$ cat config.mk
export PLATFORM = sky130hd
export DESIGN_NAME = gemm_apb_regs
export DESIGN_NICKNAME = d
export VERILOG_FILES = /design/src/gemm_pkg.sv /design/src/gemm_apb_regs.sv
export VERILOG_INCLUDE_DIRS = /design/src /design/src/src
export SDC_FILE = /design/constraint.sdc
export NUM_CORES = 1
export LEC_CHECK = 0
export ABC_AREA = 1
export BUFFER_PORTS_ARGS = -buffer_cell sky130_fd_sc_hd__buf_2
export CAP_MARGIN = 10
export CORE_MARGIN = 2
export CORE_UTILIZATION = 45
export CTS_CLUSTER_DIAMETER = 30
export CTS_CLUSTER_SIZE = 8
export DETAILED_ROUTE_END_ITERATION = 10
export HOLD_SLACK_MARGIN = 0.08
export PLACE_DENSITY = 0.84
export SLEW_MARGIN = 20
export SYNTH_ARGS = -nofsm -noshare
export SYNTH_HDL_FRONTEND = slang
export SYNTH_SLANG_ARGS = --single-unit
$ cat constraint.sdc
create_clock -name clk -period 2.3 [get_ports clk]
set_clock_uncertainty 0.1 [all_clocks]
set_input_delay 0 -clock clk [delete_from_list [all_inputs] [get_ports clk]]
set_output_delay 0 -clock clk [all_outputs]
set_load 0.01 [all_outputs]
$ cat src/gemm_macros.svh
`ifndef GEMM_MACROS_SVH
`define GEMM_MACROS_SVH

////////////////////////////////////////////////////////////////////////////
// Tile geometry.
////////////////////////////////////////////////////////////////////////////

`define GEMM_TILE 8
`define GEMM_WORD_W 32
`define GEMM_BEAT_W 256

////////////////////////////////////////////////////////////////////////////
// APB register map.
////////////////////////////////////////////////////////////////////////////

`define GEMM_REG_CTRL   32'h000
`define GEMM_REG_STATUS 32'h004
`define GEMM_REG_BASE_A 32'h008
`define GEMM_REG_BASE_B 32'h00C
`define GEMM_REG_K      32'h010
`define GEMM_REG_C_BASE 32'h100 // 64 result words up to 0x1FC.

`endif

$ cat src/gemm_pkg.sv
`include "gemm_macros.svh"

package gemm_pkg;

    typedef logic [`GEMM_WORD_W-1:0] word_t;
    typedef logic [31:0] addr_t;
    typedef logic [`GEMM_BEAT_W-1:0] beat_t;
    typedef logic [15:0] depth_t;

    // Run configuration from the host.
    typedef struct packed {
        addr_t  base_a;
        addr_t  base_b;
        depth_t k;
    } cfg_t;

    typedef struct packed {
        logic  valid;
        addr_t addr;
    } mem_req_t;

    // One k step, A column and B row.
    typedef struct packed {
        logic  valid;
        beat_t a_beat;
        beat_t b_beat;
    } step_t;

    typedef word_t [`GEMM_TILE-1:0] row_acc_t; // One row of C.

    typedef enum logic [2:0] {
        IDLE,
        REQ_A,
        WAIT_A,
        REQ_B,
        WAIT_B,
        FINISH
    } load_state_e;

endpackage

$ cat src/gemm_apb_regs.sv
`timescale 1ns/1ps
`include "gemm_macros.svh"

module gemm_apb_regs (
    input  logic                clk,
    input  logic                rstn,
    input  logic                psel,
    input  logic                penable,
    input  logic                pwrite,
    input  gemm_pkg::addr_t     paddr,
    input  gemm_pkg::word_t     pwdata,
    output gemm_pkg::word_t     prdata,
    output logic                pready,
    output logic                pslverr,
    output gemm_pkg::cfg_t      cfg,
    output logic                start,
    input  logic                finish,
    output logic [5:0]          res_index,
    input  gemm_pkg::word_t     res_word
);

    logic access;
    logic wr;
    logic is_ctrl, is_status, is_base_a, is_base_b, is_k, is_result;
    logic mapped;
    logic busy_q;
    logic done_q;

    ////////////////////////////////////////////////////////////////////////////
    // Address decode.
    ////////////////////////////////////////////////////////////////////////////

    assign is_ctrl   = paddr == `GEMM_REG_CTRL;
    assign is_status = paddr == `GEMM_REG_STATUS;
    assign is_base_a = paddr == `GEMM_REG_BASE_A;
    assign is_base_b = paddr == `GEMM_REG_BASE_B;
    assign is_k      = paddr == `GEMM_REG_K;
    assign is_result = (paddr & ~gemm_pkg::addr_t'(32'hFC)) == `GEMM_REG_C_BASE;
    assign mapped    = is_ctrl | is_status | is_base_a | is_base_b | is_k | is_result;

    assign access    = psel & penable;
    assign wr        = access & pwrite;
    assign pready    = 1'b1; // No wait states.
    assign pslverr   = access & ~mapped;
    assign res_index = paddr[7:2];

    assign start = wr & is_ctrl & pwdata[0] & ~busy_q;

    always_ff @(posedge clk) begin
        if (!rstn) begin
            cfg <= '0;
        end else if (wr) begin
            if (is_base_a) cfg.base_a <= pwdata;
            if (is_base_b) cfg.base_b <= pwdata;
            if (is_k) cfg.k <= pwdata[15:0];
        end
    end

    // Busy from start to finish, done until the next start.
    always_ff @(posedge clk) begin
        if (!rstn) begin
            busy_q <= 1'b0;
            done_q <= 1'b0;
        end else if (start) begin
            busy_q <= 1'b1;
            done_q <= 1'b0;
        end else if (finish) begin
            busy_q <= 1'b0;
            done_q <= 1'b1;
        end
    end

    always_comb begin
        prdata = '0;
        if (is_status) prdata = gemm_pkg::word_t'({done_q, busy_q});
        else if (is_base_a) prdata = cfg.base_a;
        else if (is_base_b) prdata = cfg.base_b;
        else if (is_k) prdata = gemm_pkg::word_t'(cfg.k);
        else if (is_result) prdata = res_word;
    end

    // Finish only ends a run that is in progress.
    a_finish_busy: assert property (@(posedge clk) disable iff (!rstn)
        finish |-> busy_q);

endmodule

==> impl_metrics.env <==
export IMPL_synth_ff_type="dfxtp_1"
export IMPL_nets=964
export IMPL_drive_gt1_frac=0.346
export IMPL_status="finished, final reports clean"
export IMPL_ant_nets=0
export IMPL_grt_pass1_vias=4619
export IMPL_num_vias=5095
export IMPL_arrival_ns=2.01
export IMPL_io_pin_count=223
export IMPL_cp_startpoint="paddr[1]"
export IMPL_leakagePower_nw=3.09
export IMPL_hold_viol_final=0
export IMPL_ir_drop_uv=309
export IMPL_initial_core_util=0.467
export IMPL_reg2reg_to="busy_q$_SDFFE_PN0P_"
export IMPL_switching_share=0.251
export IMPL_dp_cells=943
export IMPL_seq_power_share=0.515
export IMPL_grt_pass1_wl_um=22200
export IMPL_min_from="paddr[6]"
export IMPL_yosysMostFrequentCell="nand2_1"
export IMPL_antenna_found_initial=0
export IMPL_critPathLaunchType="primary input"
export IMPL_fmax_mhz=473
export IMPL_gp_congestion=0.844
export IMPL_reg2reg_from="busy_q$_SDFFE_PN0P_"
export IMPL_finalSetupViolCount=0
export IMPL_p_int_mw=2.06
export IMPL_cts_tree="yes"
export IMPL_hold_class="in2out"
export IMPL_port_buffers=221
export IMPL_finalCriticalPeriod_ns=2.11
export IMPL_synth_top_area_share=0.377
export IMPL_hold_worst_slack_ns=0.101
export IMPL_r2r_setup_slack_ns=0.80
export IMPL_synth_cell_types=33
export IMPL_rsz0062_at_grt="no"
export IMPL_fin_total_pwr_mw=2.76
export IMPL_dieArea_um2=10500
export IMPL_finalCritPeriodShare=0.918
export IMPL_cap_viol_max_count=0
export IMPL_synth_nets=728
export IMPL_synth_avg_cell_area_um2=6.96
export IMPL_track_usage=0.266
export IMPL_viasPerCell=5.12
export IMPL_drt_iter0_drc=223
export IMPL_synth_cell_area_um2=4350
export IMPL_end_kind="output port"
export IMPL_crit_type="in2out"
export IMPL_syn_inst=626
export IMPL_synth_common_cells="nand2_1, a21oi_1, dfxtp_1, nor2_1, o21ai_0"
export IMPL_dp_hpwl_um=10000
export IMPL_grt_max_degree=50
export IMPL_cts_sinks=82
export IMPL_fin_cells=996
export IMPL_worstPathMaxFanout=18
export IMPL_synth_area_leader_cell="dfxtp_1"
export IMPL_diodes=0
export IMPL_die_width_um=102
export IMPL_switching_power_mw=0.691
export IMPL_grt_ovfl_total=0
export IMPL_drt_pass1_iter_count=5
export IMPL_ys_top_cells_by_area="dfxtp_1, nand2_1, a21oi_1"
export IMPL_synth_edf_count=0
export IMPL_routed_wl_um=14200
export IMPL_p_clk_frac=0.397
export IMPL_synth_warnings=0
export IMPL_async_flop_share=0
export IMPL_p_per_area_nw_per_um2=457
export IMPL_drc=0
export IMPL_slew_violations=0
export IMPL_num_rows=35
export IMPL_combPwrFrac=0.087
export IMPL_hold_end="res_index[4]"
export IMPL_cts_made_buffers=9
export IMPL_worstPathRequired_ns=2.20
export IMPL_core_region_area_um2=9330
export IMPL_worstSkewPairLatency_ns=0.34
export IMPL_syn_to_final_growth_pct=38.6
export IMPL_cts_root_buf="clkbuf_8"
export IMPL_fp_dieH_um=102
export IMPL_wl_per_cell_um=14.2
export IMPL_synth_seq_cells=82
export IMPL_max_clock_path_buffers=2
export IMPL_htree_levels=3
export IMPL_setup_tns_ns=0
export IMPL_ys_seq_area_frac=0.377
export IMPL_worstRegToRegCells=4
export IMPL_min_delay_path_depth=2
-- placed cells by master, fill, tap and decap left out, drive strengths merged --
cell	count
buf	238
nand2	130
a21oi	96
dfxtp	82
o21ai	71
nor2	63
inv	40
dlygate4sd3	36
nand3	32
or2	29
nor3	20
o211ai	11
clkbuf	9
nand4	3
clkinv	2
nand3b	1
a211oi	1
conb	1
bufinv	1
clkinvlp	1
-- layout make-up --
class | count | area, um2
Clock buffer | 9 | 124
Clock inverter | 7 | 82.6
Fill cell | 872 | 3290
Inverter | 37 | 140
Multi-Input combinational cell | 458 | 2280
Sequential cell | 82 | 1640
Tap cell | 129 | 161
Timing Repair Buffer | 274 | 1610
-- worst max-delay path by stage --
stage | cells past startpoint | endpoint | slack [ns]
final | 13 | prdata[15] | 0.19
after global routing | 12 | prdata[15] | 0.03
after CTS | 11 | prdata[15] | 0.07
after detailed placement | 12 | prdata[15] | 0.35
after global placement | 12 | prdata[15] | 0.41
after floorplan | 11 | cfg[69]$_SDFFE_PN0P_ | 0.96
-- layer usage --
metal / global-route usage / vias up / wire (um)
met5: 0 / - / 0
met4: 0.0923 / 0 / 210
met3: 0.0335 / 23 / 877
met2: 0.473 / 222 / 7260
met1: 0.331 / 2313 / 5810
li1: - / 2537 / -
-- metrics by stage --
stage / util / setup slack (ns) / area [um2]
floorplan: - / 0.955 / 4350
global placement: 0.585 / 0.407 / 5460
detailed placement: 0.585 / 0.350 / 5460
CTS: 0.646 / 0.0712 / 6020
global route: 0.647 / 0.0304 / 6040
finish: 0.647 / 0.188 / 6040
-- worst max-delay path: stages --
cell and delay (ns):
dlygate4sd3_1 0.53, buf_2 0.12, nor2_2 0.16, nand2_1 0.07, nor2_1 0.12, nand3_1 0.14, inv_1 0.10, buf_4 0.27
nand2_1 0.10, nand2_1 0.07, a21oi_1 0.05, nor2_1 0.12, buf_2 0.14
-- power by group through the flow --
stage          Clock [mW]  Combinational [mW]  Sequential (mW)
5_1_grt              1.18               0.263             1.42
6_report             1.10               0.241             1.42
4_1_cts              1.12               0.238             1.42
3_5_place_dp            0               0.190             1.45
3_3_place_gp            0               0.190             1.45
2_1_floorplan           0              0.0747             1.45
-- flip-flops by register name (all words and copies together) (netlist names) --
| register | flops |
|---|---|
| cfg | 80 |
| busy_q | 1 |
| done_q | 1 |
-- kinds of logic after synthesis --
family,share of synthesized area
AND/OR/NAND/NOR,0.303
AO/OA/AOI/OAI,0.218
buffers and inverters,0.101
flip-flops,0.377
other,0.000861
-- what timing repair did --
| action | in CTS | in global routing |
|---|---|---|
| resized for setup | 0 | 2 |
| hold endpoints to repair | 82 | 0 |
| buffers inserted | 0 | 1 |
| hold buffers | 36 | 0 |
| endpoints found under the setup margin | 0 | 11 |
Note: power is estimated with default switching activity, not from simulation.
