[src/gemm_macros.svh]
`ifndef GEMM_MACROS_SVH
`define GEMM_MACROS_SVH

////////////////////////////////////////////////////////////////////////////
// Tile geometry.
////////////////////////////////////////////////////////////////////////////

`define GEMM_TILE 8
`define GEMM_WORD_W 32
`define GEMM_BEAT_W 256

////////////////////////////////////////////////////////////////////////////
// APB register map.
////////////////////////////////////////////////////////////////////////////

`define GEMM_REG_CTRL   32'h000
`define GEMM_REG_STATUS 32'h004
`define GEMM_REG_BASE_A 32'h008
`define GEMM_REG_BASE_B 32'h00C
`define GEMM_REG_K      32'h010
`define GEMM_REG_C_BASE 32'h100 // 64 result words up to 0x1FC.

`endif

[src/gemm_pkg.sv]
`include "gemm_macros.svh"

package gemm_pkg;

    typedef logic [`GEMM_WORD_W-1:0] word_t;
    typedef logic [31:0] addr_t;
    typedef logic [`GEMM_BEAT_W-1:0] beat_t;
    typedef logic [15:0] depth_t;

    // Run configuration from the host.
    typedef struct packed {
        addr_t  base_a;
        addr_t  base_b;
        depth_t k;
    } cfg_t;

    typedef struct packed {
        logic  valid;
        addr_t addr;
    } mem_req_t;

    // One k step, A column and B row.
    typedef struct packed {
        logic  valid;
        beat_t a_beat;
        beat_t b_beat;
    } step_t;

    typedef word_t [`GEMM_TILE-1:0] row_acc_t; // One row of C.

    typedef enum logic [2:0] {
        IDLE,
        REQ_A,
        WAIT_A,
        REQ_B,
        WAIT_B,
        FINISH
    } load_state_e;

endpackage

[src/gemm_tile_loader.sv]
`timescale 1ns/1ps
`include "gemm_macros.svh"

module gemm_tile_loader (
    input  logic                 clk,
    input  logic                 rstn,
    input  logic                 start,
    input  gemm_pkg::cfg_t       cfg,
    output gemm_pkg::mem_req_t   mem_req,
    input  logic                 mem_req_ready,
    input  logic                 mem_rsp_valid,
    input  gemm_pkg::beat_t      mem_rsp_data,
    output gemm_pkg::step_t      step,
    output logic                 clear,
    output logic                 finish
);

    gemm_pkg::load_state_e state;
    gemm_pkg::addr_t       addr_a;
    gemm_pkg::addr_t       addr_b;
    gemm_pkg::depth_t      k_q;
    gemm_pkg::depth_t      step_cnt;
    gemm_pkg::beat_t       a_q;
    gemm_pkg::beat_t       b_q;
    logic                  step_valid;
    logic                  fin_arm;
    logic                  last_step;

    assign last_step = step_cnt == k_q - gemm_pkg::depth_t'(1);

    ////////////////////////////////////////////////////////////////////////////
    // Control FSM.
    ////////////////////////////////////////////////////////////////////////////

    always_ff @(posedge clk) begin
        if (!rstn) begin
            state      <= gemm_pkg::IDLE;
            step_cnt   <= '0;
            step_valid <= 1'b0;
            clear      <= 1'b0;
            fin_arm    <= 1'b0;
            finish     <= 1'b0;
        end else begin
            step_valid <= 1'b0;
            clear      <= 1'b0;
            fin_arm    <= 1'b0;
            finish     <= fin_arm; // Extra cycle lets the last sum land.
            case (state)
                gemm_pkg::IDLE: begin
                    if (start) begin
                        clear    <= 1'b1;
                        step_cnt <= '0;
                        if (cfg.k == '0) fin_arm <= 1'b1; // Empty run.
                        else state <= gemm_pkg::REQ_A;
                    end
                end
                gemm_pkg::REQ_A: begin
                    if (mem_req_ready) state <= gemm_pkg::WAIT_A;
                end
                gemm_pkg::WAIT_A: begin
                    if (mem_rsp_valid) state <= gemm_pkg::REQ_B;
                end
                gemm_pkg::REQ_B: begin
                    if (mem_req_ready) state <= gemm_pkg::WAIT_B;
                end
                gemm_pkg::WAIT_B: begin
                    if (mem_rsp_valid) begin
                        step_valid <= 1'b1;
                        step_cnt   <= step_cnt + gemm_pkg::depth_t'(1);
                        state      <= last_step ? gemm_pkg::FINISH : gemm_pkg::REQ_A;
                    end
                end
                gemm_pkg::FINISH: begin
                    fin_arm <= 1'b1;
                    state   <= gemm_pkg::IDLE;
                end
                default: state <= gemm_pkg::IDLE;
            endcase
        end
    end

    // Addresses and beat holding.
    always_ff @(posedge clk) begin
        if (state == gemm_pkg::IDLE && start) begin
            addr_a <= cfg.base_a;
            addr_b <= cfg.base_b;
            k_q    <= cfg.k;
        end
        if (state == gemm_pkg::WAIT_A && mem_rsp_valid) a_q <= mem_rsp_data;
        if (state == gemm_pkg::WAIT_B && mem_rsp_valid) begin
            b_q    <= mem_rsp_data;
            addr_a <= addr_a + gemm_pkg::addr_t'(`GEMM_BEAT_W / 8);
            addr_b <= addr_b + gemm_pkg::addr_t'(`GEMM_BEAT_W / 8);
        end
    end

    always_comb begin
        mem_req.valid = state == gemm_pkg::REQ_A || state == gemm_pkg::REQ_B;
        mem_req.addr  = (state == gemm_pkg::REQ_A) ? addr_a : addr_b;
    end

    assign step.valid  = step_valid;
    assign step.a_beat = a_q;
    assign step.b_beat = b_q;

    a_addr_stable: assert property (@(posedge clk) disable iff (!rstn)
        mem_req.valid && !mem_req_ready |=> mem_req.valid && $stable(mem_req.addr));

endmodule

[config.mk]
export PLATFORM = sky130hd
export DESIGN_NAME = gemm_tile_loader
export DESIGN_NICKNAME = d
export VERILOG_FILES = /design/src/gemm_pkg.sv /design/src/gemm_tile_loader.sv
export VERILOG_INCLUDE_DIRS = /design/src /design/src/src
export SDC_FILE = /design/constraint.sdc
export NUM_CORES = 1
export LEC_CHECK = 0
export CAP_MARGIN = 25
export CORE_AREA = 2 2 344 346
export DETAILED_ROUTE_END_ITERATION = 10
export DIE_AREA = 0 0 346 348
export DONT_BUFFER_PORTS = 1
export REMOVE_ABC_BUFFERS = 1
export SYNTH_ARGS = -nofsm -noshare
export SYNTH_HDL_FRONTEND = slang
export SYNTH_SLANG_ARGS = --single-unit
[constraint.sdc]
create_clock -name clk -period 15.37 [get_ports clk]
set_clock_uncertainty 0.15 [all_clocks]
set_input_delay 4.611 -clock clk [delete_from_list [all_inputs] [get_ports clk]]
set_output_delay 4.611 -clock clk [all_outputs]
set_load 0.05 [all_outputs]
==> impl_metrics.yaml <==
worst_setup_path:
  crit_path_top_delay_cell: "nor2b_1"
  max_stage_delay_ns: 0.91
  cp-start-kind: "register"
  cp_max_fo: 32
  cp_top_family: "simple AND/OR/NAND/NOR gates"
  cp_data_required_time_ns: 10.61
  criticalPathCategory: "reg -> out"
  critPathBufInv: 1
  arrival_ns: 3.42
  crit_chain: "nor2b_1, nor2b_4, buf_12, nand2_1, o21ai_1"
  endpoint_kind: "primary output"
status:
  outcome: "complete, no violations"
cells_and_area:
  areaGrowthSynthToFinish_pct: 18.4
  drive_above_1_share: 0.118
  regArea_um2: 18200
  fill_cells: 12100
  multiInputGateArea_um2: 2950
  final_cells: 2745
  fin_nets: 1501
synth:
  async_reset_ff_frac: 0
  syn_avg_cell_area_um2: 19.2
  yosysMostFrequentCell: "edfxtp_1"
  synth-edff-count: 592
  syn_area_um2: 21300
  seq_area_frac_synth: 0.856
  ys_warn_count: 0
  synthCells: 1109
  yosys.area.top_type: "edfxtp_1"
  ys_seq_elements: 615
  ys_top_cells_by_area: "edfxtp_1 83%, dfxtp_1 2.2%, xor2_1 1.9%"
  ys_top_cells_by_count: "592 x edfxtp_1, 82 x nand2_1, 59 x o21ai_0"
  ys.flop_type: "edfxtp_1"
  synth_top_area_frac: 0.834
  synth_cell_types: 53
job:
  max_cap_violations: 0
route:
  routed_wl_um: 69100
  routed_via_density: 3.93
  wl_per_cell_um: 25.2
  detail_route.iter0.violations: 986
  drt_first_pass_iters: 5
  drcViolationCount: 0
  vias: 10800
  drtAntennaViolNets: 0
timing:
  slew_viol_final: 0
  setup_viol: 0
  tns_ns: 0
  rsz0062_at_grt: "false"
  period_share: 0.532
  period_needed_ns: 8.18
  max_slew_margin: 0.231
  hold_viol: 0
  worst_slew_pin_slew_ns: 1.15
  clock.fmax_mhz: 122
clock_network:
  clk_pin_slew_worst_paths_ns: 0.06
  htree_levels: 2
  clkSinkCount: 615
  numCtsBuffers: 61
  root_buffer: "clkbuf_16"
  cts_hold_buf: 0
  clk_latency_ns: 0.65
  clock_path_buffers: 3
  post_cts.repair.setup_buffers: 0
  tritoncts: "built"
  cts_resized: 0
placement:
  hpwl_um: 53600
  gp_congestion: 0.974
  dpl.cell_count: 2628
  io_buffer_count: 0
floorplanning:
  core_area_um2: 117000
  die_area_um2: 120000
  die_width_um: 346
  start_util: 0.182
  rows: 126
  ios: 889
  die-height_um: 348
power_and_ir_drop:
  p_leak_nw: 7.62
  pwr_density_cell_nw_per_um2: 141
  peakVddDrop_mv: 0.0832
global_route:
  antenna_found_initial: 24
  grt_pass1_vias: 10500
  grt_first_pass_wirelength_um: 90700
  grt_overflow: 0
  grt_max_degree: 144
  grtUsageTotal: 0.108
hold_path:
  hp-class: "reg -> reg"
==> report_power, final <==
group          internal [mW]  switching, mW  total (mW)
sequential              1.89          0.104        1.99
clock                  0.794          0.639        1.43
combinational         0.0347         0.0990       0.134
==> registers in the layout (all words and copies together) (netlist names), 3 cells and up <==
signal	count
a_q	256
b_q	256
addr_a	32
addr_b	32
k_q	16
step_cnt	16
state	3
==> placed cells by master (no fill, tap or decap), types with 3 or more instances in the layout <==
cell type / n
a21oi_1: 13
and2_1: 7
and3_1: 12
and4_1: 3
buf_12: 3
buf_4: 7
bufinv_16: 3
clkbuf_1: 10
clkbuf_16: 62
clkinv_1: 13
clkinv_2: 7
clkinv_4: 6
clkinvlp_4: 4
dfxtp_1: 23
diode_2: 6
edfxtp_1: 592
ha_1: 4
inv_1: 8
mux2_2: 30
mux2i_1: 4
nand2_1: 81
nand3_1: 25
nand4_1: 16
nor2_1: 41
nor2b_1: 17
nor3_1: 7
nor3b_1: 4
nor4_1: 10
nor4b_1: 3
o21ai_0: 56
o21ai_1: 3
or3_1: 6
xnor2_1: 34
xor2_1: 46
==> final timing paths <==
check / slack, ns / cells past startpoint / startpoint / to
worst max-delay path: 7.19 / 5 / state[0] / mem_req[27]
worst min-delay path: 0.29 / 1 / fin_arm / finish
worst max register to register: 11.59 / 5 / state[2] / b_q[160]
worst min register to register: 0.29 / 1 / fin_arm / finish
==> logic make-up (layout without fill, tap and decap cells) <==
group / after synthesis / count (layout) / synth area share
fa+ha+maj: 4 / 4 / 0.00235
xor+xnor: 80 / 80 / 0.0329
simple gates: 252 / 252 / 0.0611
mux: 34 / 34 / 0.0177
buf+inv: 36 / 130 / 0.00669
other cells: 0 / 6 / 0
flops: 615 / 615 / 0.856
compound gates: 88 / 88 / 0.0232
==> metrics by stage <==
step	cell area, um2	setup slack [ns]	utilization	total power [mW]	hold slack [ns]
6_report	25200	7.19	0.216	3.56	0.292
5_1_grt	25200	7.01	0.216	3.67	0.317
4_1_cts	25200	6.67	0.215	3.60	0.295
3_5_place_dp	23300	7.38	0.199	2.16	0.278
3_3_place_gp	23200	7.46	0.199	2.16	0.276
2_1_floorplan	21200	1.28	-	2.13	0.262
==> cell type report <==
cell class                      instances  share of cell area
Multi-Input combinational cell        458               0.117
Clock inverter                         38              0.0140
Clock buffer                           72              0.0630
Timing Repair Buffer                   10             0.00446
Tap cell                             1536              0.0762
Inverter                               10             0.00179
Antenna cell                            6            0.000595
Sequential cell                       615               0.723
==> routing by layer <==
metal / vias to the layer above / GRT usage / wire length, um
met2: 895 / 0.164 / 31000
met5: - / 0 / 184
met1: 5389 / 0.114 / 23100
met3: 124 / 0.0860 / 13100
met4: 26 / 0.0348 / 1790
li1: 4363 / - / -
No activity file was read; power rests on OpenSTA's default activity.
